$ cat src/exe_pkg.sv
// Shared RV32IM execute-stage constants; no 64-bit or W-suffix ops, interrupt causes fit in 4 bits
package exe_pkg;

    // ----------------------------------------
    // Widths
    // ----------------------------------------
    localparam int XLEN    = 32;
    localparam int REG_W   = 5;  // Physical register index
    localparam int UNIT_W  = 3;
    localparam int OP_W    = 5;
    localparam int CAUSE_W = 4;

    // Functional unit selector
    localparam logic [UNIT_W-1:0] UNIT_ALU    = 3'd0;
    localparam logic [UNIT_W-1:0] UNIT_MUL    = 3'd1;
    localparam logic [UNIT_W-1:0] UNIT_DIV    = 3'd2;
    localparam logic [UNIT_W-1:0] UNIT_BRANCH = 3'd3;
    localparam logic [UNIT_W-1:0] UNIT_SYSTEM = 3'd4;

    // ----------------------------------------
    // Operation codes
    // ----------------------------------------
    localparam logic [OP_W-1:0] OP_ADD    = 5'd0;  // Also AUIPC with PC operand
    localparam logic [OP_W-1:0] OP_SUB    = 5'd1;
    localparam logic [OP_W-1:0] OP_SLL    = 5'd2;
    localparam logic [OP_W-1:0] OP_SLT    = 5'd3;
    localparam logic [OP_W-1:0] OP_SLTU   = 5'd4;
    localparam logic [OP_W-1:0] OP_XOR    = 5'd5;
    localparam logic [OP_W-1:0] OP_SRL    = 5'd6;
    localparam logic [OP_W-1:0] OP_SRA    = 5'd7;
    localparam logic [OP_W-1:0] OP_OR     = 5'd8;
    localparam logic [OP_W-1:0] OP_AND    = 5'd9;
    localparam logic [OP_W-1:0] OP_LUI    = 5'd10;

    localparam logic [OP_W-1:0] OP_MUL    = 5'd11;
    localparam logic [OP_W-1:0] OP_MULH   = 5'd12;
    localparam logic [OP_W-1:0] OP_MULHSU = 5'd13;
    localparam logic [OP_W-1:0] OP_MULHU  = 5'd14;

    localparam logic [OP_W-1:0] OP_DIV    = 5'd15;
    localparam logic [OP_W-1:0] OP_DIVU   = 5'd16;
    localparam logic [OP_W-1:0] OP_REM    = 5'd17;
    localparam logic [OP_W-1:0] OP_REMU   = 5'd18;

    localparam logic [OP_W-1:0] OP_BEQ    = 5'd19;
    localparam logic [OP_W-1:0] OP_BNE    = 5'd20;
    localparam logic [OP_W-1:0] OP_BLT    = 5'd21;
    localparam logic [OP_W-1:0] OP_BGE    = 5'd22;
    localparam logic [OP_W-1:0] OP_BLTU   = 5'd23;
    localparam logic [OP_W-1:0] OP_BGEU   = 5'd24;
    localparam logic [OP_W-1:0] OP_JAL    = 5'd25;
    localparam logic [OP_W-1:0] OP_JALR   = 5'd26;

    // Exception causes, interrupt codes pass through unchanged
    localparam logic [CAUSE_W-1:0] CAUSE_INSTR_MISALIGNED = 4'd0;

endpackage

$ cat src/alu.sv
// Combinational RV32I ALU; shifts use b[4:0], LUI passes b through, unknown ops give zero
module alu (
    input  logic [exe_pkg::XLEN-1:0] a_i,
    input  logic [exe_pkg::XLEN-1:0] b_i,
    input  logic [exe_pkg::OP_W-1:0] op_i,
    output logic [exe_pkg::XLEN-1:0] result_o
);
    import exe_pkg::*;

    localparam int SHAMT_W = $clog2(XLEN);

    logic [SHAMT_W-1:0] shamt;
    logic               lt_signed;
    logic               lt_unsigned;

    assign shamt       = b_i[SHAMT_W-1:0];
    assign lt_signed   = $signed(a_i) < $signed(b_i);
    assign lt_unsigned = a_i < b_i;

    always_comb begin
        case (op_i)
            OP_ADD:  result_o = a_i + b_i;
            OP_SUB:  result_o = a_i - b_i;
            OP_SLL:  result_o = a_i << shamt;
            OP_SLT:  result_o = {{(XLEN-1){1'b0}}, lt_signed};
            OP_SLTU: result_o = {{(XLEN-1){1'b0}}, lt_unsigned};
            OP_XOR:  result_o = a_i ^ b_i;
            OP_SRL:  result_o = a_i >> shamt;
            OP_SRA:  result_o = $unsigned($signed(a_i) >>> shamt);
            OP_OR:   result_o = a_i | b_i;
            OP_AND:  result_o = a_i & b_i;
            OP_LUI:  result_o = b_i;  // Immediate already shifted upstream
            default: result_o = '0;
        endcase
    end

endmodule

$ cat src/branch_unit.sv
// Branch and jump resolution; target is not checked for alignment here, the stage does that
module branch_unit (
    input  logic [exe_pkg::OP_W-1:0] op_i,
    input  logic [exe_pkg::XLEN-1:0] pc_i,
    input  logic [exe_pkg::XLEN-1:0] rs1_i,
    input  logic [exe_pkg::XLEN-1:0] rs2_i,
    input  logic [exe_pkg::XLEN-1:0] imm_i,
    output logic                     taken_o,
    output logic [exe_pkg::XLEN-1:0] target_o,
    output logic [exe_pkg::XLEN-1:0] link_o
);
    import exe_pkg::*;

    logic [XLEN-1:0] jalr_sum;
    logic            eq;
    logic            lt_s;
    logic            lt_u;

    assign eq       = rs1_i == rs2_i;
    assign lt_s     = $signed(rs1_i) < $signed(rs2_i);
    assign lt_u     = rs1_i < rs2_i;
    assign jalr_sum = rs1_i + imm_i;

    always_comb begin
        case (op_i)
            OP_BEQ:           taken_o = eq;
            OP_BNE:           taken_o = ~eq;
            OP_BLT:           taken_o = lt_s;
            OP_BGE:           taken_o = ~lt_s;
            OP_BLTU:          taken_o = lt_u;
            OP_BGEU:          taken_o = ~lt_u;
            OP_JAL, OP_JALR:  taken_o = 1'b1;  // Jumps always redirect
            default:          taken_o = 1'b0;
        endcase
    end

    // JALR clears bit 0 of the sum
    assign target_o = (op_i == OP_JALR) ? {jalr_sum[XLEN-1:1], 1'b0} : pc_i + imm_i;
    assign link_o   = pc_i + XLEN'(4);

endmodule

$ cat src/div_unit.sv
// Radix-2 restoring divider, WIDTH+1 stall cycles; a request held after the result cycle restarts
module div_unit #(
    parameter int WIDTH = 32
) (
    input  logic             clk_i,
    input  logic             rst_i,
    input  logic             kill_i,
    input  logic             request_i,
    input  logic             signed_i,
    input  logic [WIDTH-1:0] dvnd_i,
    input  logic [WIDTH-1:0] dvsr_i,
    output logic [WIDTH-1:0] quo_o,
    output logic [WIDTH-1:0] rmd_o,
    output logic             stall_o
);
    localparam int CNT_W = $clog2(WIDTH);

    logic             busy_q;
    logic             done_q;
    logic [CNT_W-1:0] cnt_q;
    logic [WIDTH-1:0] quo_q;       // Dividend shifts out as quotient bits shift in
    logic [WIDTH-1:0] rem_q;
    logic [WIDTH-1:0] dvsr_q;
    logic             neg_quo_q;
    logic             neg_rmd_q;
    logic             dvnd_neg;
    logic             dvsr_neg;
    logic [WIDTH:0]   rem_sh;
    logic             fits;

    assign dvnd_neg = signed_i & dvnd_i[WIDTH-1];
    assign dvsr_neg = signed_i & dvsr_i[WIDTH-1];
    assign rem_sh   = {rem_q, quo_q[WIDTH-1]};
    assign fits     = rem_sh >= {1'b0, dvsr_q};

    // ----------------------------------------
    // Control
    // ----------------------------------------
    always_ff @(posedge clk_i) begin
        if (rst_i || kill_i) begin
            busy_q <= 1'b0;
            done_q <= 1'b0;
            cnt_q  <= '0;
        end else if (busy_q) begin
            cnt_q <= cnt_q + 1'b1;
            if (cnt_q == CNT_W'(WIDTH-1)) begin  // Last quotient bit
                busy_q <= 1'b0;
                done_q <= 1'b1;
            end
        end else if (done_q) begin
            done_q <= 1'b0;
        end else if (request_i) begin
            busy_q <= 1'b1;
            cnt_q  <= '0;
        end
    end

    // ----------------------------------------
    // Datapath
    // ----------------------------------------
    always_ff @(posedge clk_i) begin
        if (!busy_q && !done_q && request_i) begin
            quo_q     <= dvnd_neg ? -dvnd_i : dvnd_i;
            dvsr_q    <= dvsr_neg ? -dvsr_i : dvsr_i;
            rem_q     <= '0;
            // Zero divisor keeps the quotient at all ones
            neg_quo_q <= (dvnd_neg ^ dvsr_neg) & (|dvsr_i);
            neg_rmd_q <= dvnd_neg;  // Remainder takes the dividend sign
        end else if (busy_q) begin
            rem_q <= fits ? rem_sh[WIDTH-1:0] - dvsr_q : rem_sh[WIDTH-1:0];
            quo_q <= {quo_q[WIDTH-2:0], fits};
        end
    end

    // Divide by zero ends with all-ones quotient and |dividend| as remainder.
    // Most negative / -1 gives 2^(WIDTH-1) unnegated, which is the same pattern.
    assign quo_o   = neg_quo_q ? -quo_q : quo_q;
    assign rmd_o   = neg_rmd_q ? -rem_q : rem_q;
    assign stall_o = busy_q | (request_i & ~done_q);

endmodule

$ cat src/exe_stage.sv
// RV32IM execute stage without memory unit; inputs held while stall_o is high, new instr after kill
module exe_stage (
    input  logic                        clk_i,
    input  logic                        rst_i,
    input  logic                        kill_i,

    // Issued instruction from register read
    input  logic                        valid_i,
    input  logic [exe_pkg::UNIT_W-1:0]  unit_i,
    input  logic [exe_pkg::OP_W-1:0]    op_i,
    input  logic [exe_pkg::XLEN-1:0]    pc_i,
    input  logic [exe_pkg::XLEN-1:0]    imm_i,
    input  logic                        use_pc_i,
    input  logic                        use_imm_i,
    input  logic [exe_pkg::REG_W-1:0]   rs1_i,
    input  logic [exe_pkg::REG_W-1:0]   rs2_i,
    input  logic [exe_pkg::XLEN-1:0]    rs1_data_i,
    input  logic [exe_pkg::XLEN-1:0]    rs2_data_i,
    input  logic [exe_pkg::REG_W-1:0]   rd_i,
    input  logic                        bpred_taken_i,
    input  logic [exe_pkg::XLEN-1:0]    bpred_target_i,

    // Write-back forwarding
    input  logic                        wb_valid_i,
    input  logic [exe_pkg::REG_W-1:0]   wb_rd_i,
    input  logic [exe_pkg::XLEN-1:0]    wb_data_i,

    input  logic                        csr_interrupt_i,
    input  logic [exe_pkg::CAUSE_W-1:0] csr_interrupt_cause_i,

    output logic                        valid_o,
    output logic [exe_pkg::REG_W-1:0]   rd_o,
    output logic [exe_pkg::XLEN-1:0]    result_o,
    output logic                        stall_o,

    output logic                        ex_valid_o,
    output logic [exe_pkg::CAUSE_W-1:0] ex_cause_o,
    output logic [exe_pkg::XLEN-1:0]    ex_origin_o,

    output logic                        branch_taken_o,
    output logic [exe_pkg::XLEN-1:0]    branch_target_o,
    output logic                        correct_pred_o,

    output logic                        pmu_is_branch_o,
    output logic                        pmu_branch_taken_o,
    output logic                        pmu_miss_prediction_o,
    output logic                        pmu_stall_mul_o,
    output logic                        pmu_stall_div_o
);
    import exe_pkg::*;

    logic [XLEN-1:0] rs1_byp, rs2_byp;
    logic [XLEN-1:0] op_a, op_b;
    logic [XLEN-1:0] alu_res, mul_res, div_quo, div_rmd;
    logic [XLEN-1:0] br_target, br_link;
    logic            br_taken;
    logic            mul_stall, div_stall;
    logic            is_mul, is_div, is_branch;
    logic            div_signed;

    // ----------------------------------------
    // Bypass and operand select
    // ----------------------------------------
    assign rs1_byp = (wb_valid_i && rs1_i != '0 && rs1_i == wb_rd_i) ? wb_data_i : rs1_data_i;
    assign rs2_byp = (wb_valid_i && rs2_i != '0 && rs2_i == wb_rd_i) ? wb_data_i : rs2_data_i;
    assign op_a    = use_pc_i  ? pc_i  : rs1_byp;
    assign op_b    = use_imm_i ? imm_i : rs2_byp;

    assign is_mul     = valid_i && unit_i == UNIT_MUL;
    assign is_div     = valid_i && unit_i == UNIT_DIV;
    assign is_branch  = valid_i && unit_i == UNIT_BRANCH;
    assign div_signed = (op_i == OP_DIV) || (op_i == OP_REM);

    alu u_alu (.a_i(op_a), .b_i(op_b), .op_i(op_i), .result_o(alu_res));

    branch_unit u_branch (
        .op_i(op_i), .pc_i(pc_i), .rs1_i(rs1_byp), .rs2_i(rs2_byp), .imm_i(imm_i),
        .taken_o(br_taken), .target_o(br_target), .link_o(br_link)
    );

    mul_unit #(.WIDTH(XLEN)) u_mul (
        .clk_i(clk_i), .rst_i(rst_i), .kill_i(kill_i), .request_i(is_mul), .op_i(op_i),
        .src1_i(rs1_byp), .src2_i(rs2_byp), .result_o(mul_res), .stall_o(mul_stall)
    );

    div_unit #(.WIDTH(XLEN)) u_div (
        .clk_i(clk_i), .rst_i(rst_i), .kill_i(kill_i), .request_i(is_div),
        .signed_i(div_signed), .dvnd_i(rs1_byp), .dvsr_i(op_b),
        .quo_o(div_quo), .rmd_o(div_rmd), .stall_o(div_stall)
    );

    // ----------------------------------------
    // Result and exceptions
    // ----------------------------------------
    always_comb begin
        case (unit_i)
            UNIT_ALU:    result_o = alu_res;
            UNIT_MUL:    result_o = mul_res;
            UNIT_DIV:    result_o = (op_i == OP_REM || op_i == OP_REMU) ? div_rmd : div_quo;
            UNIT_BRANCH: result_o = br_link;
            UNIT_SYSTEM: result_o = rs1_byp;  // CSR write data
            default:     result_o = '0;
        endcase
    end

    always_comb begin
        ex_valid_o  = 1'b0;
        ex_cause_o  = CAUSE_INSTR_MISALIGNED;
        ex_origin_o = '0;
        if (valid_i && csr_interrupt_i) begin  // Interrupt wins
            ex_valid_o = 1'b1;
            ex_cause_o = csr_interrupt_cause_i;
        end else if (is_branch && br_taken && br_target[1:0] != 2'b00) begin
            ex_valid_o  = 1'b1;
            ex_origin_o = br_target;
        end
    end

    assign valid_o = valid_i;
    assign rd_o    = rd_i;
    assign stall_o = (is_mul & mul_stall) | (is_div & div_stall);

    assign branch_taken_o  = is_branch & br_taken;
    assign branch_target_o = br_target;
    // Target only matters when the branch is taken
    assign correct_pred_o  = !is_branch || (br_taken == bpred_taken_i &&
                             (!br_taken || br_target == bpred_target_i));

    assign pmu_is_branch_o       = is_branch;
    assign pmu_branch_taken_o    = is_branch & br_taken;
    assign pmu_miss_prediction_o = ~correct_pred_o;
    assign pmu_stall_mul_o       = is_mul & mul_stall;
    assign pmu_stall_div_o       = is_div & div_stall;

endmodule

$ cat src/mul_unit.sv
// Two-stage multiplier, stalls two cycles per request; upstream must hold op and sources meanwhile
module mul_unit #(
    parameter int WIDTH = 32
) (
    input  logic                     clk_i,
    input  logic                     rst_i,
    input  logic                     kill_i,
    input  logic                     request_i,
    input  logic [exe_pkg::OP_W-1:0] op_i,
    input  logic [WIDTH-1:0]         src1_i,
    input  logic [WIDTH-1:0]         src2_i,
    output logic [WIDTH-1:0]         result_o,
    output logic                     stall_o
);
    import exe_pkg::*;

    logic [1:0]              stage_q;   // 0 idle, 1 operands held, 2 product ready
    logic                    sign1;
    logic                    sign2;
    logic signed [WIDTH:0]   op_a_q;
    logic signed [WIDTH:0]   op_b_q;
    logic [2*WIDTH-1:0]      prod_d;
    logic [2*WIDTH-1:0]      prod_q;

    assign sign1 = (op_i == OP_MULH) || (op_i == OP_MULHSU);
    assign sign2 = (op_i == OP_MULH);

    // Both operands carry one extra sign bit, so one signed multiply covers all variants
    assign prod_d = (2*WIDTH)'(op_a_q) * (2*WIDTH)'(op_b_q);

    always_ff @(posedge clk_i) begin
        if (rst_i || kill_i) begin
            stage_q <= 2'd0;
        end else begin
            case (stage_q)
                2'd0:    stage_q <= request_i ? 2'd1 : 2'd0;
                2'd1:    stage_q <= 2'd2;
                default: stage_q <= 2'd0;  // Result cycle, back to idle
            endcase
        end
    end

    always_ff @(posedge clk_i) begin
        if (stage_q == 2'd0 && request_i) begin
            op_a_q <= {sign1 & src1_i[WIDTH-1], src1_i};
            op_b_q <= {sign2 & src2_i[WIDTH-1], src2_i};
        end
        if (stage_q == 2'd1) begin
            prod_q <= prod_d;
        end
    end

    assign stall_o  = request_i && (stage_q != 2'd2);
    assign result_o = (op_i == OP_MUL) ? prod_q[WIDTH-1:0] : prod_q[2*WIDTH-1:WIDTH];

endmodule

$ cat config.mk
export PLATFORM = sky130hd
export DESIGN_NAME = exe_stage
export DESIGN_NICKNAME = d
export VERILOG_FILES = /design/src/exe_pkg.sv /design/src/alu.sv /design/src/branch_unit.sv /design/src/div_unit.sv /design/src/exe_stage.sv /design/src/mul_unit.sv
export SDC_FILE = /design/constraint.sdc
export NUM_CORES = 2
export LEC_CHECK = 0
export BUFFER_PORTS_ARGS = -buffer_cell sky130_fd_sc_hd__buf_2
export CAP_MARGIN = 10
export CORE_MARGIN = 5
export CORE_UTILIZATION = 40
export DETAILED_ROUTE_END_ITERATION = 8
export SETUP_SLACK_MARGIN = 0.4
export SKIP_CTS_REPAIR_TIMING = 1
export SLEW_MARGIN = 20
export SYNTH_ARGS = -nofsm -noshare
export SYNTH_HDL_FRONTEND = slang
export SYNTH_SLANG_ARGS = --single-unit
$ cat constraint.sdc
create_clock -name clk_i -period 26.2 [get_ports clk_i]
set_clock_uncertainty 0.15 [all_clocks]
set_input_delay 1.31 -clock clk_i [delete_from_list [all_inputs] [get_ports clk_i]]
set_output_delay 1.31 -clock clk_i [all_outputs]
set_load 0.03 [all_outputs]
# [Word-level counts from Yosys, hierarchy flattened]
# Cells that the tools add are included.
[classes] n_addsub=11 multipliers=1 n_lt_le_gt_ge=5 n_eq_ne=37 shifts=3 mux=31 bitwise_logic=21 reduce_logical=37
[op_table] op="$mux W32" n=16
[op_table] op="$pmux W32 S11" n=1
[op_table] op="$pmux W32 S5" n=1
[op_table] op="$lt A32 B32 Y1" n=4
[op_table] op="$neg A32 Y32" n=4
[op_table] op="$add A32 B32 Y32" n=3
[op_table] op="$eq A32 B32 Y1" n=2
[op_table] op="$mul A33 B33 Y64" n=1
[op_table] op="$sub A32 B32 Y32" n=2
[op_table] op="$eq A5 B5 Y1 const B" n=11
[op_table] op="$eq A5 B4 Y1 const B" n=7
[op_table] op="$ge A33 B32 Y1" n=1
[op_table] op="$add A32 B3 Y32 const B" n=1
[op_table] op="$and A32 B32 Y32" n=1
[op_table] op="$or A32 B32 Y32" n=1
[op_table] op="$reduce_or A32 Y1" n=1
[op_table] op="$shl A32 B5 Y32" n=1
[op_table] op="$shr A32 B5 Y32" n=1
[op_table] op="$sshr A32 B5 Y32" n=1
[op_table] op="$xor A32 B32 Y32" n=1
[op_table] op="$eq A5 B3 Y1 const B" n=4
[op_table] op="$logic_and A1 B1 Y1" n=15
[op_table] op="$mux W5" n=3
[op_table] op="$eq A5 B2 Y1 const B" n=2
[op_table] op="other kinds (27)" n=61
[totals] ff_bits=237

# [Logic depth before layout (Yosys ltp)]
[logic_depth] word_depth=12 ltp_mapped=32 ltp_nobuf=31

# [By module]
# Synthesis repeated with hierarchy kept, for this count alone.
[hier_totals] cells_unflattened=7949 area_unflattened_um2=69299.0
[modules_own_cells] module="mul_unit" instances=1 cells_each=4375 area_per_inst_um2=42995.0 seq_area_each_um2=3943.8
[modules_own_cells] module="alu" instances=1 cells_each=1366 area_per_inst_um2=8739.6 seq_area_each_um2=0.0
[modules_own_cells] module="div_unit" instances=1 cells_each=953 area_per_inst_um2=8239.2 seq_area_each_um2=2762.6
[modules_own_cells] module="branch_unit" instances=1 cells_each=675 area_per_inst_um2=4795.8 seq_area_each_um2=0.0
[modules_own_cells] module="exe_stage" instances=1 cells_each=580 area_per_inst_um2=4529.3 seq_area_each_um2=0.0

# [Worst setup path after synthesis]
# OpenSTA, ideal clock, no wires.
[synth_timing] kind="reg2reg" startpoint="register u_mul.op_a_q[32]" endpoint="register u_mul.prod_q[63] (data pin)" setup_ns=0.260 arrival_ns=8.035 slack_ns=17.756 stages_incl_launch_ff=27 cell_sequence="edfxtp_1 -> clkbuf_1 -> nand2_1 -> inv_1 -> fa_1 -> fa_1 -> fa_1 -> fa_1 -> fa_1 -> fa_1 -> fa_1 -> inv_1 -> fa_1 -> inv_1 -> ha_1 -> a21o_1 -> a21o_1 -> a21oi_1 -> o21ai_0 -> or3b_2 -> a2111oi_0 -> o31ai_1 -> o41ai_1 -> o31a_1 -> o21ai_0 -> a21oi_1 -> xnor2_1"
[synth_via] elab_chain_len=1
[synth_lines] element="start, declared" line="mul_unit.sv:20" source="logic signed [WIDTH:0] op_a_q;"
[synth_lines] element="start signal, assigned" line="mul_unit.sv:45" source="op_a_q <= {sign1 & src1_i[WIDTH-1], src1_i};"
[synth_lines] element="$mul A33 B33 Y64" line="mul_unit.sv:29" source="assign prod_d = (2*WIDTH)'(op_a_q) * (2*WIDTH)'(op_b_q);"
[synth_lines] element="net u_mul.prod_d[63]" line="mul_unit.sv:22" source="logic [2*WIDTH-1:0] prod_d;"
[synth_lines] element="end signal, assigned" line="mul_unit.sv:49" source="prod_q <= prod_d;"
[synth_lines] element="end, declared" line="mul_unit.sv:23" source="logic [2*WIDTH-1:0] prod_q;"
# The timed path passes the listed nets, and every way through them passes these cells.
# A chain may end at the register's enable or synchronous reset.

# [Final worst setup path]
[layout_timing] startpoint="input wb_rd_i[3] in the netlist's numbering" endpoint="output result_o[29] in the netlist's numbering"
[layout_via] elab_chain_len=7
[layout_lines] element="start, declared" line="exe_stage.sv:25" source="input logic [exe_pkg::REG_W-1:0] wb_rd_i,"
[layout_lines] element="$eq A5 B5 Y1 (*)" line="exe_stage.sv:65" source="assign rs2_byp = (wb_valid_i && rs2_i != '0 && rs2_i == wb_rd_i) ? wb_data_i : rs2_data_i;"
[layout_lines] element="$logic_and A1 B1 Y1 (*)" line="exe_stage.sv:65"
[layout_lines] element="$mux W32 (*)" line="exe_stage.sv:65"
[layout_lines] element="net rs2_byp[4]" line="exe_stage.sv:52" source="logic [XLEN-1:0] rs1_byp, rs2_byp;"
[layout_lines] element="$mux W32 (*)" line="exe_stage.sv:67" source="assign op_b = use_imm_i ? imm_i : rs2_byp;"
[layout_lines] element="$sub A32 B32 Y32 (tied with other cells)" line="alu.sv:23" source="OP_SUB: result_o = a_i - b_i;"
[layout_lines] element="$pmux W32 S11 (*)" line="alu.sv:21" source="case (op_i)"
[layout_lines] element="$pmux W32 S5 (*)" line="exe_stage.sv:96" source="case (unit_i)"
[layout_lines] element="end, declared" line="exe_stage.sv:33" source="output logic [exe_pkg::XLEN-1:0] result_o,"
# Mark *: on every way through the listed nets, which the timed path passes. The rest lies on a longest branch.

==> results.md <==
* Status: completed
* Fmax at 96.4 MHz
* Worst EP required at 24.74 ns
* Drt first pass iters at 6
* Worst slew pin tran at 1.25 ns
* Seq/Total Area, Yosys at 9.86%
* CP max FO at 40
* Slew Limit Fails at 0
* CP dominant cell by count: buf_4
* Total of max-cap violations at 0
* CTS Sinks at 237
* Yosys top cell by area: fa_1
* Min Tclk post-route at 10.37 ns
* # IOs at 348
* TritonCTS clock tree: done
* Vias in the first global route at 61,800
* Worst setup EP type: output port
* Hold Vio Cnt, Final at 0
* Setup-failing EPs final at 0
* Clk root buf: clkbuf_16
* Unrepaired setup endpoints after global routing: false
* DIE HEIGHT at 422 µm
* Initial Utilization at 40.2%
* CP peak stage delay at 0.75 ns
* Slew margin rel. at 17.0%
* First-pass GRT wire length at 423,000 µm
* Post-Syn Area per Cell at 8.55 µm²
* Yosys warns at 0
* Max Buffers Root-to-Sink at 3
* Tcrit/Tclk final at 39.6%
* Final Power at 0.0118 W
* Post-route DRC at 0
* Initial antenna violation count at 21
* FF-to-FF path depth at 26
* Drt via density at 5.86
* DP HPWL at 234,000 µm
* Hold Crit Depth at 2
* Core box area at 169,000 µm²
* Synth Flop Type: edfxtp_1
* Synth Net Count at 9,756
* CTS H-Tree Depth at 1
* Mapped Area at 68,000 µm²
* Iteration-0 DRC Markers at 6,129
* Port buffer count at 337
* Type of the worst min-delay path: register to register
* Crit start category: primary input
* Crit path launch: wb_rd_i[3]
* Final core area utilization at 43.4%
* Row cnt at 151
* GPL Wtd Cong at 1.06
* Worst r2r dst: u_mul.prod_q[63]$_DFFE_PP_
* Leakage at 34.4 nW
* Synth cell count leaders: 1,336 x inv_1, 1,130 x fa_1, 898 x nand2_1
* Post-Route Setup TNS at 0 ns
* Yosys top cell area share at 33.3%
* Share of cells above drive strength 1 at 8.66%
* Setup crit end: result_o[29]
* Clk slew on worst S/H paths at 0.06 ns
* Worst R2R Start: u_mul.op_b_q[3]$_DFFE_PP_
* GRT Residual Overflow at 0
* Most common cell in the synthesized netlist: inv_1
* R2R Setup Slk at 16.11 ns
* WL/cell at 27.9 µm
* Ys async rst share at 0%
* Finished Layout Cells at 10,300
* Cell Chain, Critical Path: buf_2 > xnor2_1 > nand3_1 > nor3_4 > buf_4 > mux2_2 > mux2_2 > buf_4 > inv_1 > buf_4 > ha_1 > nor2_1 > a211oi_1 > o21ai_0 > o22ai_1 > a41oi_1 > o221ai_1 > a211oi_1 > o41a_1 > nor4b_1 > a21oi_1 > o2111ai_1 > a2bb2oi_1 > buf_2
* Post-synth EDFFs at 196
* NumNets Final at 9,873
* Global Route Usage Sum at 31.8%
* Total Wirelength at 288,000 µm
* Cell Pwr Density at 161 nW/µm²
* CP Class: primary input to output port
* Post-DRT Antenna Nets at 0
* Placed cell count at 10,300
* Clk Latency, worst-skew pair at 0.64 ns
* Synthesis-stage register bit count at 237
* Netlist cell types at 95
* Layout area overhead at 7.92%
* Crit path DAT at 8.91 ns
* Worst VDD drop at 0.496 mV
* Die ar. at 178,000 µm²
* Fin area at 73,400 µm²
* Synth Instances at 7,952
* TritonCTS Buffers at 30
* Placed cell areas at 72,300 µm²
* Largest net degree at the start of global routing at 67
* Die span in x at 422 µm
* Synth top area cells: fa_1 33%, edfxtp_1 8.7%, ha_1 8.1%, inv_1 7.4%, and2_1 5.1%
* Routed via count at 60,500
* Slowest CP cell: nor3_4
==> power by group <==
part           internal [W]  switching, W  leakage (nW)
Sequential         0.000955     0.0000350          2.10
Combinational       0.00423       0.00613          31.8
Clock              0.000262      0.000193         0.502
Total               0.00545       0.00636          34.4
==> metrics by stage <==
stage	worst slack [ns]	hold slack, ns
after floorplan	17.76	0.273
after global placement	15.95	0.305
after detailed placement	16.13	0.318
after CTS	16.11	0.326
after global routing	15.62	0.346
final	15.83	0.337
==> placed cells by master, fill, tap and decap left out, types with 25 or more instances in the layout <==
master     netlist  layout
inv_1         1336    1333
fa_1          1130    1130
nand2_1        898     897
and2_1         558     558
ha_1           441     441
nor2_1         402     396
buf_2           14     337
a21oi_1        330     330
o21ai_0        299     297
xnor2_1        225     225
edfxtp_1       196     196
buf_4           10     175
mux2i_1        152     152
xor2_1         122     122
a21o_1          98      97
nand3_1         88      87
o31ai_1         78      78
a31oi_1         80      74
nor2b_1         72      72
nand4_1         70      70
nor3_1          66      64
mux2_2          62      62
a211oi_1        60      60
a221oi_1        54      53
o22ai_1         52      52
nand2b_1        44      44
o211ai_1        44      44
o221ai_1        43      43
dfxtp_1         41      41
o21bai_1        39      38
o21a_1          38      37
and3_1          36      36
clkbuf_16        0      30
nor4_1          25      25
==> routing by layer <==
layer,vias up,GRT usage [%],routed length (µm)
li1,26100,-,-
met3,743,5.01,22000
met5,-,0,10
met1,30800,40.2,113000
met4,2,18.1,20800
met2,2865,51.8,132000
==> flip-flops by register name, indices dropped and copies added, names as in the netlist <==
signal / flops
u_div.busy_q: 1
u_div.cnt_q: 5
u_div.done_q: 1
u_div.dvsr_q: 32
u_div.neg_quo_q: 1
u_div.neg_rmd_q: 1
u_div.quo_q: 32
u_div.rem_q: 32
u_mul.op_a_q: 33
u_mul.op_b_q: 33
u_mul.prod_q: 64
u_mul.stage_q: 2
==> worst min-delay path by stage <==
stage / start / endpoint
4_1_cts: u_div.cnt_q[3]$_SDFFE_PP0P_ / u_div.cnt_q[3]$_SDFFE_PP0P_
3_5_place_dp: u_div.cnt_q[3]$_SDFFE_PP0P_ / u_div.cnt_q[3]$_SDFFE_PP0P_
3_3_place_gp: u_div.cnt_q[3]$_SDFFE_PP0P_ / u_div.cnt_q[3]$_SDFFE_PP0P_
2_1_floorplan: u_mul.stage_q[0]$_SDFF_PP0_ / u_mul.stage_q[0]$_SDFF_PP0_
6_report: u_div.cnt_q[3]$_SDFFE_PP0P_ / u_div.cnt_q[3]$_SDFFE_PP0P_
5_1_grt: u_div.cnt_q[3]$_SDFFE_PP0P_ / u_div.cnt_q[3]$_SDFFE_PP0P_
==> cell families after synthesis <==
logic type | Yosys count | share of synthesized area (%)
compound gates | 1433 | 13.9
xor+xnor | 348 | 4.50
fa+ha+maj | 1571 | 41.4
buf+inv | 1769 | 9.84
flops | 237 | 9.86
mux | 224 | 3.59
simple gates | 2370 | 17.0
==> critical path, delay by kind of cell <==
kind | cells | cell delay (ns)
buf+inv | 6 | 1.75
simple gates | 4 | 1.36
xor+xnor | 1 | 0.20
mux | 2 | 0.71
compound gates | 10 | 3.16
fa+ha+maj | 1 | 0.34
==> layout make-up <==
type	instances	area, µm²
Antenna cell	19	47.5
Clock inverter	21	273
Tap cell	2218	2780
Timing Repair Buffer	513	3030
Sequential cell	237	6710
Fill cell	17000	95900
Multi-Input combinational cell	5946	54800
Clock buffer	35	769
Inverter	1341	5030
Power figures use the tool's default switching activity.
